**src/verilog/engine_pkg.sv**
```systemverilog
// Engine response packet definitions
// Receiver count, destination mask, payload and packet types

`default_nettype none

package engine_pkg;

  // ----------------------------------------
  // Receivers
  // ----------------------------------------

  // Number of response receivers fed by the demux
  localparam int NUM_RECEIVERS = 4;

  // One bit per receiver, bit i selects receiver i
  typedef logic [NUM_RECEIVERS-1:0] dest_mask_t;

  // ----------------------------------------
  // Packets
  // ----------------------------------------

  // Payload as stored in the FIFO, 52 bits
  typedef struct packed {
    logic [15:0] vertex_id;
    logic [31:0] data;
    dest_mask_t  dest;
  } response_payload_t;

  // Payload with its valid strobe
  typedef struct packed {
    logic              valid;
    response_payload_t payload;
  } response_packet_t;

endpackage

`default_nettype wire

```
**src/verilog/fifo_pkg.sv**
```systemverilog
// Response FIFO sizing and start-up constants
// Occupancy, pointer and counter types, control phase enum

`default_nettype none

package fifo_pkg;

  // ----------------------------------------
  // Sizes
  // ----------------------------------------
  localparam int FIFO_DEPTH      = 16;
  localparam int FIFO_ADDR_W     = 4;
  // Programmable-full at this occupancy or above
  localparam int PROG_THRESH     = 12;
  // Reset-busy length after reset is released
  localparam int RST_BUSY_CYCLES = 4;

  typedef logic [FIFO_ADDR_W:0]   fifo_count_t;
  typedef logic [FIFO_ADDR_W-1:0] fifo_addr_t;
  typedef logic [2:0]             rst_cnt_t;

  // Control phase, setup while the FIFO is resetting
  typedef enum logic {
    PHASE_SETUP = 1'b0,
    PHASE_RUN   = 1'b1
  } ctrl_phase_t;

endpackage

`default_nettype wire

```
**src/verilog/response_fifo_if.sv**
```systemverilog
// Interface between the response FIFO and the control module
// Push and pop strobes, head entry, input destination and flags

`default_nettype none

interface response_fifo_if;

  // Driven by control
  logic                          wr_en;
  logic                          rd_en;

  // Driven by the FIFO
  engine_pkg::response_payload_t head;
  engine_pkg::dest_mask_t        in_dest;
  logic                          in_valid_reg;
  logic                          empty;
  logic                          full;
  logic                          prog_full;
  logic                          rst_busy;

  modport fifo (
    input  wr_en, rd_en,
    output head, in_dest, in_valid_reg, empty, full, prog_full, rst_busy
  );

  modport ctrl (
    output wr_en, rd_en,
    input  head, in_dest, in_valid_reg, empty, full, prog_full, rst_busy
  );

endinterface

`default_nettype wire
```
**src/verilog/response_control.sv**
```systemverilog
// Response FIFO control
// Setup/run phase, push filtering, ready sampling and pop decision

`default_nettype none

module response_control (
  input  logic                          ap_clk,
  input  logic                          areset_control,
  input  engine_pkg::dest_mask_t        receiver_ready,
  response_fifo_if.ctrl                 fifo_bus,
  output logic                          pop_valid,
  output engine_pkg::response_payload_t pop_payload,
  output logic                          fifo_setup
);

  fifo_pkg::ctrl_phase_t  phase;
  fifo_pkg::ctrl_phase_t  phase_next;
  engine_pkg::dest_mask_t ready_q;
  engine_pkg::dest_mask_t head_dest;
  logic                   running;
  logic                   all_ready;

  // ----------------------------------------
  // Phase FSM
  // ----------------------------------------
  always_comb begin
    phase_next = phase;
    case (phase)
      fifo_pkg::PHASE_SETUP: if (!fifo_bus.rst_busy) phase_next = fifo_pkg::PHASE_RUN;
      fifo_pkg::PHASE_RUN:   phase_next = fifo_pkg::PHASE_RUN;
      default:               phase_next = fifo_pkg::PHASE_SETUP;
    endcase
  end

  always_ff @(posedge ap_clk) begin
    if (areset_control) begin
      phase <= fifo_pkg::PHASE_SETUP;
    end else begin
      phase <= phase_next;
    end
  end

  assign running    = (phase == fifo_pkg::PHASE_RUN);
  assign fifo_setup = ~running;

  // Zero destinations are dropped here
  assign fifo_bus.wr_en = fifo_bus.in_valid_reg & (|fifo_bus.in_dest) & running;

  // ----------------------------------------
  // Pop decision
  // ----------------------------------------
  always_ff @(posedge ap_clk) begin
    if (areset_control) begin
      ready_q <= '0;
    end else begin
      ready_q <= receiver_ready;
    end
  end

  // Every destined receiver must have been ready last cycle
  assign head_dest      = fifo_bus.head.dest;
  assign all_ready      = ((ready_q & head_dest) == head_dest);
  assign fifo_bus.rd_en = running & ~fifo_bus.empty & all_ready;

  always_ff @(posedge ap_clk) begin
    if (areset_control) begin
      pop_valid <= 1'b0;
    end else begin
      pop_valid <= fifo_bus.rd_en;
    end
  end

  always_ff @(posedge ap_clk) begin
    if (fifo_bus.rd_en) begin
      pop_payload <= fifo_bus.head;
    end
  end

  // Push filter upstream keeps zero masks out of the FIFO
  assert property (@(posedge ap_clk) disable iff (areset_control)
    fifo_bus.rd_en |-> (fifo_bus.head.dest != '0))
    else $error("response_control: pop with zero destination");

endmodule

`default_nettype wire

```
**src/verilog/response_demux.sv**
```systemverilog
// Output stage of the response path
// Fans the popped packet out to the receivers by destination mask

`default_nettype none

module response_demux (
  input  logic                          ap_clk,
  input  logic                          areset_control,
  input  logic                          pop_valid,
  input  engine_pkg::response_payload_t pop_payload,
  output engine_pkg::dest_mask_t        response_out_valid,
  output engine_pkg::response_payload_t response_out_payload
);

  // ----------------------------------------
  // Per receiver valid
  // ----------------------------------------
  // All copies of a packet rise together
  always_ff @(posedge ap_clk) begin
    if (areset_control) begin
      response_out_valid <= '0;
    end else begin
      for (int i = 0; i < engine_pkg::NUM_RECEIVERS; i++) begin
        response_out_valid[i] <= pop_valid & pop_payload.dest[i];
      end
    end
  end

  // Shared payload bus for every receiver
  always_ff @(posedge ap_clk) begin
    response_out_payload <= pop_payload;
  end

  // A receiver only sees packets addressed to it
  assert property (@(posedge ap_clk) disable iff (areset_control)
    (response_out_valid & ~response_out_payload.dest) == '0)
    else $error("response_demux: valid outside destination");

endmodule

`default_nettype wire

```
**src/verilog/response_engine_top.sv**
```systemverilog
// Response distribution top level
// Input FIFO, control and demux joined by one FIFO interface

`default_nettype none

module response_engine_top (
  input  logic                          ap_clk,
  input  logic                          areset_control,
  input  logic                          response_in_valid,
  input  engine_pkg::response_payload_t response_in_payload,
  input  engine_pkg::dest_mask_t        receiver_ready,
  output engine_pkg::dest_mask_t        response_out_valid,
  output engine_pkg::response_payload_t response_out_payload,
  output logic                          fifo_full,
  output logic                          fifo_prog_full,
  output logic                          fifo_empty,
  output logic                          fifo_setup
);

  logic                          pop_valid;
  engine_pkg::response_payload_t pop_payload;

  response_fifo_if fifo_bus ();

  response_fifo fifo_i (
    .ap_clk         (ap_clk),
    .areset_control (areset_control),
    .in_valid       (response_in_valid),
    .in_payload     (response_in_payload),
    .fifo_bus       (fifo_bus.fifo)
  );

  response_control control_i (
    .ap_clk         (ap_clk),
    .areset_control (areset_control),
    .receiver_ready (receiver_ready),
    .fifo_bus       (fifo_bus.ctrl),
    .pop_valid      (pop_valid),
    .pop_payload    (pop_payload),
    .fifo_setup     (fifo_setup)
  );

  response_demux demux_i (
    .ap_clk               (ap_clk),
    .areset_control       (areset_control),
    .pop_valid            (pop_valid),
    .pop_payload          (pop_payload),
    .response_out_valid   (response_out_valid),
    .response_out_payload (response_out_payload)
  );

  // FIFO status for the sender
  assign fifo_full      = fifo_bus.full;
  assign fifo_prog_full = fifo_bus.prog_full;
  assign fifo_empty     = fifo_bus.empty;

endmodule

`default_nettype wire

```
**src/verilog/response_fifo.sv**
```systemverilog
// Input register and first-word-fall-through response FIFO
// Full, programmable-full, empty and reset-busy flags

`default_nettype none

module response_fifo (
  input  logic                          ap_clk,
  input  logic                          areset_control,
  input  logic                          in_valid,
  input  engine_pkg::response_payload_t in_payload,
  response_fifo_if.fifo                 fifo_bus
);

  engine_pkg::response_packet_t  in_reg;
  engine_pkg::response_payload_t mem [fifo_pkg::FIFO_DEPTH];
  fifo_pkg::fifo_addr_t          wr_ptr;
  fifo_pkg::fifo_addr_t          rd_ptr;
  fifo_pkg::fifo_count_t         count;
  fifo_pkg::rst_cnt_t            busy_cnt;
  logic                          do_wr;
  logic                          do_rd;

  // ----------------------------------------
  // Input register
  // ----------------------------------------
  always_ff @(posedge ap_clk) begin
    if (areset_control) begin
      in_reg.valid <= 1'b0;
    end else begin
      in_reg.valid <= in_valid;
    end
  end

  always_ff @(posedge ap_clk) begin
    in_reg.payload <= in_payload;
  end

  // Control filters the push on this destination
  assign fifo_bus.in_valid_reg = in_reg.valid;
  assign fifo_bus.in_dest      = in_reg.payload.dest;

  // ----------------------------------------
  // Storage
  // ----------------------------------------
  // A write into a full FIFO is lost
  assign do_wr = fifo_bus.wr_en & ~fifo_bus.full;
  assign do_rd = fifo_bus.rd_en & ~fifo_bus.empty;

  always_ff @(posedge ap_clk) begin
    if (do_wr) begin
      mem[wr_ptr] <= in_reg.payload;
    end
  end

  always_ff @(posedge ap_clk) begin
    if (areset_control) begin
      wr_ptr <= '0;
      rd_ptr <= '0;
      count  <= '0;
    end else begin
      if (do_wr) wr_ptr <= wr_ptr + 1'b1;
      if (do_rd) rd_ptr <= rd_ptr + 1'b1;
      case ({do_wr, do_rd})
        2'b10:   count <= count + 1'b1;
        2'b01:   count <= count - 1'b1;
        default: count <= count;
      endcase
    end
  end

  // Reset-busy countdown, starts once reset is released
  always_ff @(posedge ap_clk) begin
    if (areset_control) begin
      busy_cnt <= fifo_pkg::rst_cnt_t'(fifo_pkg::RST_BUSY_CYCLES);
    end else if (busy_cnt != '0) begin
      busy_cnt <= busy_cnt - 1'b1;
    end
  end

  // Head is visible without a read
  assign fifo_bus.head      = mem[rd_ptr];
  assign fifo_bus.empty     = (count == '0);
  assign fifo_bus.full      = (count == fifo_pkg::fifo_count_t'(fifo_pkg::FIFO_DEPTH));
  assign fifo_bus.prog_full = (count >= fifo_pkg::fifo_count_t'(fifo_pkg::PROG_THRESH));
  assign fifo_bus.rst_busy  = (busy_cnt != '0);

  // Sender has to respect prog_full
  assert property (@(posedge ap_clk) disable iff (areset_control)
    fifo_bus.wr_en |-> !fifo_bus.full)
    else $error("response_fifo: write while full");

  assert property (@(posedge ap_clk) disable iff (areset_control)
    fifo_bus.rd_en |-> !fifo_bus.empty)
    else $error("response_fifo: read while empty");

endmodule

`default_nettype wire

```
**config.mk**
```make
export PLATFORM = sky130hd
export DESIGN_NAME = response_engine_top
export DESIGN_NICKNAME = d
export VERILOG_FILES = /design/src/verilog/engine_pkg.sv /design/src/verilog/fifo_pkg.sv /design/src/verilog/response_fifo_if.sv /design/src/verilog/response_control.sv /design/src/verilog/response_demux.sv /design/src/verilog/response_engine_top.sv /design/src/verilog/response_fifo.sv
export SDC_FILE = /design/constraint.sdc
export NUM_CORES = 1
export LEC_CHECK = 0
export ABC_AREA = 1
export BUFFER_PORTS_ARGS = -buffer_cell sky130_fd_sc_hd__buf_4
export CORE_MARGIN = 4
export CORE_UTILIZATION = 40
export DETAILED_ROUTE_END_ITERATION = 8
export SLEW_MARGIN = 10
export SYNTH_ARGS = -nofsm -noshare
export SYNTH_HDL_FRONTEND = slang
export SYNTH_SLANG_ARGS = --single-unit
```
**constraint.sdc**
```tcl
create_clock -name ap_clk -period 9.3 [get_ports ap_clk]
set_input_delay 0.93 -clock ap_clk [delete_from_list [all_inputs] [get_ports ap_clk]]
set_output_delay 0.93 -clock ap_clk [all_outputs]
set_load 0.01 [all_outputs]
```
==> impl_metrics.ini <==
[routing]
routed-via-count = 22200
wl_per_cell_um = 22.4
drc = 0
wl_um = 90700
postRouteAntennaNets = 0
viasPerCell = 5.48
first_iter_violations = 1971
dr.pass1.iters = 5

[cts]
post_cts_resized = 0
post-cts-setup-buffer-count = 0
clkSlewWorstSetupHoldPaths_ns = 0.06
h-tree-depth = 3
clock_sink_count = 1019
root_buffer = clkbuf_16
clock_path_buffers = 3
cts_hold_buffers = 0
cts_buffers = 105
worstSkewPairLatency_ns = 0.67
cts_tree = built

[finish]
nets = 2779
finalInstanceArea_um2 = 42800
area.growth.synth_to_final_pct = 14.9
drive_gt1_share_pct = 12.3
largest_reg_flops = 832
top_regs = fifo_i.mem x832, control_i.pop_payload x52, demux_i.response_out_payload x52
diodes = 0
fillers = 7858
regMostFlops = fifo_i.mem

[global_routing]
grt_pass1_wl_um = 135000
grt_remaining_overflow = 0
grt_antenna_before_repair = 2
grt_pass1_vias = 22100
grt_usage_pct = 18.1
grt_max_degree = 244

[timing]
fin_crit_sh_pct = 55.0
finalSetupViolCount = 0
tightest_slew_ns = 1.25
skew_ns = 0.0236
min_period_ns = 5.12
finalSetupTns_ns = 0
fmax_mhz = 195
slew_headroom_pct = 16.9
hold_violations = 0
rsz0062_at_grt = no
slew_viol_final = 0

[synth]
synth.yosys.seq_area_share_pct = 78.5
syn_inst = 2628
synth_top_area_share_pct = 71.3
synth.area.top_cells = edfxtp_1 (71%), dfxtp_1 (7.3%), o21ai_0 (5.4%)
synth_ff_type = edfxtp_1
yosysTopAreaCell = edfxtp_1
synth-edff-count = 884
synth_cell_types = 32
avgSynthCellArea_um2 = 14.2
ys_ff_latch = 1019
ys_warn_count = 0
syn_nets = 2699
synth_area_um2 = 37300
async_flop_share_pct = 0

[setup_path]
critical_path.top_delay_family = buffers and inverters
cp-start-kind = flop
crit_chain = clkinv_8, buf_4, nand2_1, nand2_1, nand2_1, nand3_1, nand3_1, nand2_1, nand2_1, nand3_1, nor2_2, ha_1, inv_1, fa_1, nor2_1, a211oi_1, nand2_1, nand2_1, nor2_1, o21ai_0, a21oi_1
cp.required_ns = 9.88
path_buf_inv = 3
crit_type = flop to flop
crit_path_end_kind = flop
worst_ep_arrival_time_ns = 5.69
crit_fanout = 205
cp_slowest_cell = dfxtp_4
cpMostUsedCell = nand2_1
max_stage_delay_ns = 0.98

[outcome]
status = finished clean

[floorplanning]
rows = 111
ios = 119
coreArea_um2 = 92100
die_h_um = 313
chipWidth_um = 313
dieArea_um2 = 98100
start_util_pct = 40.5

[hold_path]
worstHoldStart = control_i.pop_payload[51]
min_path_type = flop to flop

[placement]
dp_hpwl_um = 42400
gp_congestion = 0.773
dpl_cell_area_um2 = 39300
port_buffers = 118

[pwr]
irDropWorstVdd_mv = 0.143
powerDensity_nw_per_um2 = 219
p_leak_uw = 0.0143

[flow_run]
maxCapViolCount = 0
## cell usage after synthesis (2+ instances only)
library cell and number:
o211ai_1 43, a21oi_1 14, ha_1 11, nor2_2 2
o221ai_1 154, nand2_2 2, o21ai_0 401, a211oi_1 2
o21bai_1 2, o22ai_1 38, buf_4 10, buf_1 4
edfxtp_1 884, buf_6 6, xnor2_1 3, nand3_1 101
inv_1 68, buf_2 19, nand2_1 151, clkbuf_1 136
xor2_1 2, nor2_1 431, dfxtp_1 135
## cells by family (layout without fill, tap and decap cells)
logic type,Yosys count,in the layout,share of synthesized area [%]
buffers and inverters,246,417,2.78
AO/OA/AOI/OAI,656,656,10.8
flip-flops,1019,1019,78.5
XOR/XNOR,5,5,0.118
AND/OR/NAND/NOR,690,690,7.34
adder cells (fa/ha/maj),12,12,0.423
## metrics by stage
| stage | cells | total power (µW) | util (%) | hold slack [ns] | setup WS (ns) |
|---|---|---|---|---|---|
| final | 4042 | 9360 | 46.5 | 0.338 | 4.18 |
| after global routing | 4042 | 9670 | 46.5 | 0.324 | 3.45 |
| after CTS | 4042 | 9460 | 46.5 | 0.314 | 3.91 |
| after detailed placement | 3844 | 5320 | 42.7 | 0.328 | 3.91 |
| after global placement | 3844 | 5310 | 42.7 | 0.333 | 4.02 |
| after floorplan | 2628 | 5230 | - | 0.323 | 5.50 |
## placed cells by master, fill, tap and decap left out, drive strengths merged, types with 73 or more instances in the layout
master / n
o21ai: 401
inv: 73
o221ai: 154
edfxtp: 884
nor2: 433
nand2: 153
buf: 148
dfxtp: 135
clkbuf: 152
nand3: 101
## per-layer routing
metal / vias to the layer above / part of all wire (%) / global-route usage [%]
met5: - / 0.0088 / 0
met4: 2 / 2.5 / 5.65
met3: 159 / 5.3 / 2.50
met2: 711 / 50 / 31.9
met1: 11300 / 42 / 23.1
li1: 9986 / - / -
## cell type report
class	count	area, µm²	area share (%)
Inverter	71	283	0.661
Multi-Input combinational cell	1363	7100	16.6
Clock buffer	152	3030	7.07
Timing Repair Buffer	148	1120	2.63
Clock inverter	46	447	1.04
Sequential cell	1019	29300	68.4
Tap cell	1243	1560	3.63
## worst reg2reg max path, delay by kind of cell (launching register included)
| family | cells | cell delay (ns) |
|---|---|---|
| buf+inv | 3 | 1.58 |
| simple gates | 13 | 1.49 |
| flops | 1 | 0.98 |
| fa+ha+maj | 2 | 0.68 |
| compound gates | 3 | 0.32 |
## path summary, 6_finish.rpt
kind	slack, ns	to	cells after the start
min	0.34	demux_i.response_out_payload[51]	0
max	4.18	fifo_i.count[4]	21
min reg2reg	0.34	demux_i.response_out_payload[51]	0
max reg2reg	4.18	fifo_i.count[4]	21
## where the power goes
group	switching, µW	internal, µW	leakage [µW]
Clock	1710	2430	0.00170
Combinational	99.1	60.8	0.00348
Sequential	60.0	5000	0.00908
Note: power is estimated with default switching activity, not from simulation.
